[config.mk]
export PLATFORM = sky130hd
export DESIGN_NAME = sd_decimator_top
export DESIGN_NICKNAME = d
export VERILOG_FILES = /design/src/source/sd_decimator_pkg.sv /design/src/source/sd_timing.sv /design/src/source/sd_cic_channel.sv /design/src/source/sample_collector.sv /design/src/source/sd_decimator_top.sv
export SDC_FILE = /design/constraint.sdc
export NUM_CORES = 1
export LEC_CHECK = 0
export ABC_AREA = 0
export ABC_CLOCK_PERIOD_IN_PS = 4650
export BUFFER_PORTS_ARGS = -buffer_cell sky130_fd_sc_hd__buf_2
export CORE_UTILIZATION = 57
export CTS_CLUSTER_SIZE = 25
export DETAILED_ROUTE_END_ITERATION = 8
export PLACE_DENSITY = 0.86
export SLEW_MARGIN = 10
export SYNTH_ARGS = -nofsm -noshare
export SYNTH_HDL_FRONTEND = slang
export SYNTH_HIERARCHICAL = 1
export SYNTH_SLANG_ARGS = --single-unit
[constraint.sdc]
create_clock -name clock -period 4.65 [get_ports clock]
set_input_delay 0.6975 -clock clock [delete_from_list [all_inputs] [get_ports clock]]
set_output_delay 0.6975 -clock clock [all_outputs]
set_load 0.05 [all_outputs]
[src/source/sd_decimator_pkg.sv]
// Shared constants for the four-channel sigma-delta decimator
// Widths, ratios and channel count used across the datapath

package sd_decimator_pkg;

    // Number of external modulator inputs
    localparam int num_channels = 4;

    // System clocks per modulator clock period, kept even for a 50% duty cycle
    localparam int mod_div = 4;

    // Modulator bits per decimated output sample
    localparam int decimation = 16;

    // Number of integrator stages, and the same number of comb stages
    localparam int cic_order = 3;

    // Accumulator width is log2(R) * N + 1, all filter arithmetic wraps at this width
    localparam int cic_width = $clog2(decimation) * cic_order + 1;

    // Signed width of the samples handed out by the collector
    localparam int sample_width = 13;

    // Filter DC gain is R to the power N, so all ones gives this value
    localparam int full_scale = decimation ** cic_order;

    // Offset that centres the unsigned filter output around zero
    localparam logic [cic_width-1:0] midscale = cic_width'(full_scale / 2);

    // Width of the channel number on the output
    localparam int channel_index_width = $clog2(num_channels);

    // Counter widths for the modulator clock divider and the decimation counter
    localparam int mod_count_width = $clog2(mod_div);
    localparam int dec_count_width = $clog2(decimation);

endpackage

[src/source/sd_timing.sv]
// Modulator clock and tick generator
// Makes sd_clock, the per-bit mod_tick and the per-sample dec_tick

`timescale 1ns/1ps

module sd_timing (
    input  logic clock,
    input  logic rst_n,
    input  logic run,
    output logic sd_clock,
    output logic mod_tick,
    output logic dec_tick
);

    localparam int mw = sd_decimator_pkg::mod_count_width;
    localparam int dw = sd_decimator_pkg::dec_count_width;

    // Last count of a modulator period, where sd_clock rises again
    localparam logic [mw-1:0] period_last = mw'(sd_decimator_pkg::mod_div - 1);
    // Count after which the high half of the period ends
    localparam logic [mw-1:0] high_last = mw'(sd_decimator_pkg::mod_div / 2 - 1);
    // Last modulator bit of a decimation period
    localparam logic [dw-1:0] dec_last = dw'(sd_decimator_pkg::decimation - 1);

    logic [mw-1:0] div_count;
    logic [dw-1:0] dec_count;
    logic period_end;
    logic dec_end;

    assign period_end = (div_count == period_last);
    assign dec_end = (dec_count == dec_last);

    always_ff @(posedge clock) begin
        if (!rst_n) begin
            div_count <= '0;
            dec_count <= '0;
            sd_clock  <= 1'b0;
            mod_tick  <= 1'b0;
            dec_tick  <= 1'b0;
        end else begin
            // Ticks are single-cycle strobes by default
            mod_tick <= 1'b0;
            dec_tick <= 1'b0;
            if (!run) begin
                // Counters freeze and the modulator clock is parked low
                sd_clock <= 1'b0;
            end else begin
                div_count <= period_end ? '0 : div_count + 1'b1;
                if (period_end) begin
                    // Rising edge of sd_clock, the channels sample in this same cycle
                    sd_clock  <= 1'b1;
                    mod_tick  <= 1'b1;
                    dec_count <= dec_end ? '0 : dec_count + 1'b1;
                    dec_tick  <= dec_end;
                end else if (div_count == high_last) begin
                    // Modulators shift out their next bit after this falling edge
                    sd_clock <= 1'b0;
                end
            end
        end
    end

endmodule

[src/source/sd_cic_channel.sv]
// One third-order CIC decimation channel
// Integrates the modulator bit stream and emits a mid-scale centred sample

`timescale 1ns/1ps

module sd_cic_channel (
    input  logic clock,
    input  logic rst_n,
    input  logic sd_data,
    input  logic mod_tick,
    input  logic dec_tick,
    output logic signed [sd_decimator_pkg::sample_width-1:0] sample,
    output logic sample_ready
);

    localparam int w = sd_decimator_pkg::cic_width;
    localparam int n = sd_decimator_pkg::cic_order;

    // Integrator chain, stage 0 takes the raw bit
    logic [w-1:0] integ [n];

    // Previous comb inputs, one per comb stage
    logic [w-1:0] comb_delay [n];

    // Comb differences, valid in the dec_tick cycle
    logic [w-1:0] comb [n];

    // Final comb value with the mid-scale offset removed
    logic [w-1:0] centred;

    // Integrators advance once per modulator bit
    // Each stage adds the registered output of the one before it
    always_ff @(posedge clock) begin
        if (!rst_n) begin
            for (int i = 0; i < n; i++) begin
                integ[i] <= '0;
            end
        end else if (mod_tick) begin
            integ[0] <= integ[0] + {{(w-1){1'b0}}, sd_data};
            for (int i = 1; i < n; i++) begin
                integ[i] <= integ[i] + integ[i-1];
            end
        end
    end

    // Comb chain runs at the decimated rate on the last integrator output
    always_comb begin
        comb[0] = integ[n-1] - comb_delay[0];
        for (int i = 1; i < n; i++) begin
            comb[i] = comb[i-1] - comb_delay[i];
        end
    end

    // Store this period's comb inputs for the next decimation tick
    always_ff @(posedge clock) begin
        if (!rst_n) begin
            for (int i = 0; i < n; i++) begin
                comb_delay[i] <= '0;
            end
        end else if (dec_tick) begin
            comb_delay[0] <= integ[n-1];
            for (int i = 1; i < n; i++) begin
                comb_delay[i] <= comb[i-1];
            end
        end
    end

    // Wrapping subtraction gives the two's complement sample directly
    // since the filter output never exceeds full scale
    assign centred = comb[n-1] - sd_decimator_pkg::midscale;

    // Output stage, the sample appears one cycle after dec_tick
    always_ff @(posedge clock) begin
        if (dec_tick) begin
            sample <= $signed(centred);
        end
    end

    always_ff @(posedge clock) begin
        if (!rst_n) begin
            sample_ready <= 1'b0;
        end else begin
            sample_ready <= dec_tick;
        end
    end

endmodule

[src/source/sample_collector.sv]
// Output collector for the decimated channels
// Latches a set of samples and hands them out one unmasked channel per cycle

`timescale 1ns/1ps

module sample_collector (
    input  logic clock,
    input  logic rst_n,
    input  logic [sd_decimator_pkg::num_channels-1:0][sd_decimator_pkg::sample_width-1:0]
        channel_samples,
    input  logic sample_ready,
    input  logic [sd_decimator_pkg::num_channels-1:0] channel_mask,
    output logic sample_valid,
    output logic [sd_decimator_pkg::channel_index_width-1:0] sample_channel,
    output logic signed [sd_decimator_pkg::sample_width-1:0] sample_data
);

    localparam int nc = sd_decimator_pkg::num_channels;
    localparam int sw = sd_decimator_pkg::sample_width;
    localparam int iw = sd_decimator_pkg::channel_index_width;

    // Samples of the current burst, held until the next sample_ready
    logic [nc-1:0][sw-1:0] held_samples;

    // Channels of this burst that are still to be sent
    logic [nc-1:0] pending;

    // Lowest pending channel as index and as one-hot bit
    logic [iw-1:0] next_channel;
    logic [nc-1:0] lowest_bit;
    logic found;

    // Priority pick of the lowest pending channel keeps ascending order
    always_comb begin
        found = 1'b0;
        next_channel = '0;
        lowest_bit = '0;
        for (int i = 0; i < nc; i++) begin
            if (pending[i] && !found) begin
                found = 1'b1;
                next_channel = iw'(i);
                lowest_bit[i] = 1'b1;
            end
        end
    end

    // The mask is captured with the samples, so a change mid-burst waits for the next one
    always_ff @(posedge clock) begin
        if (!rst_n) begin
            pending <= '0;
        end else if (sample_ready) begin
            pending <= channel_mask;
        end else begin
            pending <= pending & ~lowest_bit;
        end
    end

    always_ff @(posedge clock) begin
        if (sample_ready) begin
            held_samples <= channel_samples;
        end
    end

    // One channel leaves per cycle while any is pending
    always_ff @(posedge clock) begin
        if (!rst_n) begin
            sample_valid <= 1'b0;
        end else begin
            sample_valid <= found;
        end
    end

    always_ff @(posedge clock) begin
        if (found) begin
            sample_channel <= next_channel;
            sample_data <= $signed(held_samples[next_channel]);
        end
    end

endmodule

[src/source/sd_decimator_top.sv]
// Four-channel sigma-delta decimator top level
// Joins the timing block, the CIC channels and the output collector

`timescale 1ns/1ps

module sd_decimator_top (
    input  logic clock,
    input  logic rst_n,
    input  logic run,
    input  logic [sd_decimator_pkg::num_channels-1:0] channel_mask,
    input  logic [sd_decimator_pkg::num_channels-1:0] sd_data,
    output logic sd_clock,
    output logic sample_valid,
    output logic [sd_decimator_pkg::channel_index_width-1:0] sample_channel,
    output logic signed [sd_decimator_pkg::sample_width-1:0] sample_data
);

    localparam int nc = sd_decimator_pkg::num_channels;
    localparam int sw = sd_decimator_pkg::sample_width;

    logic mod_tick;
    logic dec_tick;

    // All channel outputs side by side for the collector
    logic [nc-1:0][sw-1:0] channel_samples;
    logic [nc-1:0] channel_ready;

    sd_timing timing (
        .clock    (clock),
        .rst_n    (rst_n),
        .run      (run),
        .sd_clock (sd_clock),
        .mod_tick (mod_tick),
        .dec_tick (dec_tick)
    );

    // Identical filters, one per modulator input
    for (genvar ch = 0; ch < nc; ch++) begin : g_channel
        sd_cic_channel channel (
            .clock        (clock),
            .rst_n        (rst_n),
            .sd_data      (sd_data[ch]),
            .mod_tick     (mod_tick),
            .dec_tick     (dec_tick),
            .sample       (channel_samples[ch]),
            .sample_ready (channel_ready[ch])
        );
    end

    // Every channel runs on the same ticks, so channel 0's strobe stands for all of them
    sample_collector collector (
        .clock           (clock),
        .rst_n           (rst_n),
        .channel_samples (channel_samples),
        .sample_ready    (channel_ready[0]),
        .channel_mask    (channel_mask),
        .sample_valid    (sample_valid),
        .sample_channel  (sample_channel),
        .sample_data     (sample_data)
    );

endmodule

==> impl_metrics.toml <==
[sta]
portion_of_the_clock_cycle_consumed_by_the_worst_path_in_the_final_layout = 1.023
report.final.slew_viol_count = 0
finalClockSkew_ps = 32.81
post-route-worst-setup-slack_ps = -105.8
timing.slew.headroom = 0.2420
total_negative_setup_slacks_ps = -105.8
fmax_mhz = 210.3
finalSetupViolCount = 1
timing.final.crit_period_ps = 4756
tightestPinTransition_ps = 1134
grt_setup_unrepaired = "true"
hold_viol_final = 0

[route]
drt_first_pass_iters = 5
num_vias = 20311
ant_nets = 0
avgViaCountPerCell = 5.999
drt_wl_cell_um = 18.09
totalWireLength_mm = 61.24
post-route-drc-count = 0
drtIter0Drc = 1537

[worst_setup_path]
worst_path_max_fanout = 3
sequence_of_cells_on_the_critical_path = "inv_2 > ha_4 > inv_1 > fa_2 > a211oi_4 > buf_4 > o21ai_2 > a31oi_4 > xnor2_1 > ha_1 > buf_4 > buf_4 > xnor2_1 > ha_1 > ha_1 > a21o_1 > a21oi_1 > o31ai_2 > o31ai_1 > xnor2_1 > xnor2_1"
crit_type = "reg2reg"
crit_path_start_kind = "register"
cp-end-kind = "register"
crit_arrival_ps = 5100
worst-endpoint-required_ps = 4990
critical_path_buf_inv_count = 5
cp_top_family = "adder cells"
maximum_cell_stage_delay_along_the_critical_path_ps = 410
critical-path-slowest-cell = "edfxtp_1"
critPathMostFrequentCell = "xnor2_1"

[pwr]
vdd.ir_drop.worst_v = 0.0002683
leakage_power_summed_over_all_cells_nw = 13.12
switching_power_mw = 4.014
powerDensity_mw_per_mm2 = 408.1
internal_power_mw = 8.962
swShare = 0.3093
power.share.sequential = 0.368
power.share.combinational = 0.329
clkPwrFrac = 0.303

[place]
gp_routability_congestion = 0.8718
dpl_cell_area_mm2 = 0.02912
buffer_ports.inserted = 27
post-place-cells = 3268
placement.setup.worst_slack_ps = -161.4
detailedPlacementHpwl_mm = 38.72

[yosys]
synth_fp_nets = 2924
synth_warnings = 6
syn-cell-area_mm2 = 0.02806
postSynthCellCount = 2598
postSynthAreaPerCell_um2 = 10.80

[clock_tree]
cts-buffers-inserted = 48
cts_max_level = 2
clk_latency_ps = 600
cts_tree = "done"
worst_setup_hold_path_clk_slew_ps = 60
clock-root-buffer = "clkbuf_16"
clock_tree.buffer_depth = 3
clock-sinks = 446

[die]
fp.dieW_um = 223.9
initial_utilization = 0.5829
fp.dieArea_mm2 = 0.05013
floorplan.core_area_mm2 = 0.04815
rows = 80
io_pins = 28
dieHeight_um = 223.9

[global_route]
maximum_number_of_pins_on_one_net_before_global_route_repair = 80
grt_antenna_before_repair = 0
grt_first_pass_wirelength_mm = 94.94
grtUsageTotal = 0.2295
grt_overflow = 0
grt_pass1_vias = 19847

[final_layout]
nNetsFinal = 3019
fin_cells = 3386
final_common_cell = "edfxtp_1"
layout.cells.most_common_list = "431 x edfxtp_1, 270 x ha_1, 238 x inv_1"
areaGrowthSynthToFinish_pct = 13.29
num_antenna_cells = 0
finish.instance_area_mm2 = 0.03179
drive_above_1_share = 0.1337

[flow_run]
maxCapViolations = 0

[run_status]
status = "finished, violations left"
failed_checks = "setup timing"

[hold_path]
min_path_type = "in2reg"
final timing paths:
check	from	endpoint	slack, ps	depth (start not counted)
worst max register to register	g_channel[2].channel/integ[0][26]$_SDFFCE_PN0P_	g_channel[2].channel/sample[12]$_DFFE_PP_	-110	21
worst min-delay path	channel_mask[0]	collector/pending[0]$_SDFF_PN0_	340	2
worst max-delay path	g_channel[2].channel/integ[0][26]$_SDFFCE_PN0P_	g_channel[2].channel/sample[12]$_DFFE_PP_	-110	21
worst min register to register	g_channel[0].channel/sample[6]$_DFFE_PP_	collector/held_samples[6]$_DFFE_PP_	410	0
power groups by stage:
stage	sequential, mW	combinational (mW)	clock, mW
final	4.78	4.26	3.93
after global routing	4.79	4.64	4.14
after CTS	4.77	3.61	3.99
after detailed placement	4.86	3.46	0
after global placement	4.85	3.26	0
after floorplan	4.83	2.69	0
area by class of cell:
type | instances | area, um2
fill | 3160 | 16350
multi-input combinational | 1850 | 14510
sequential | 446 | 13250
clock buffer | 61 | 1271
inverter | 252 | 962.2
tap | 656 | 820.8
timing repair buffer | 95 | 648.1
clock inverter | 26 | 334.1
routing by layer:
metal	GRT usage	vias to the layer above	routed length, um
met3	0.02728	161	3381
li1	-	9610	-
met2	0.4141	773	31120
met5	0	-	0
met1	0.2841	9767	24800
met4	0.07689	0	1939
sequential cells by signal (all words and copies together) (netlist names):
register / flops
collector/sample_channel: 2
collector/pending: 4
timing/div_count: 2
timing/mod_tick: 1
collector/held_samples: 52
collector/sample_valid: 1
g_channel.channel/comb_delay: 156
g_channel.channel/sample: 52
collector/sample_data: 13
g_channel.channel/integ: 156
timing/dec_tick: 1
timing/sd_clock: 1
timing/dec_count: 4
g_channel.channel/sample_ready: 1
per-stage QoR:
| stage | power, mW | hold slack, ps | utilization |
|---|---|---|---|
| after floorplan | 7.521 | 400.3 | - |
| after global placement | 8.107 | 402.4 | 0.6049 |
| after detailed placement | 8.318 | 406.3 | 0.6049 |
| after global routing | 13.56 | 357.4 | 0.6603 |
| final | 12.98 | 342.2 | 0.6603 |
| after CTS | 12.37 | 319.8 | 0.6419 |
what timing repair did:
action	CTS	global route
endpoints found under the hold margin	0	0
resized for setup	34	145
hold buffers	0	0
setup endpoints to repair	9	13
pin swaps	18	81
buffers inserted	8	23
Power figures use the tool's default switching activity.
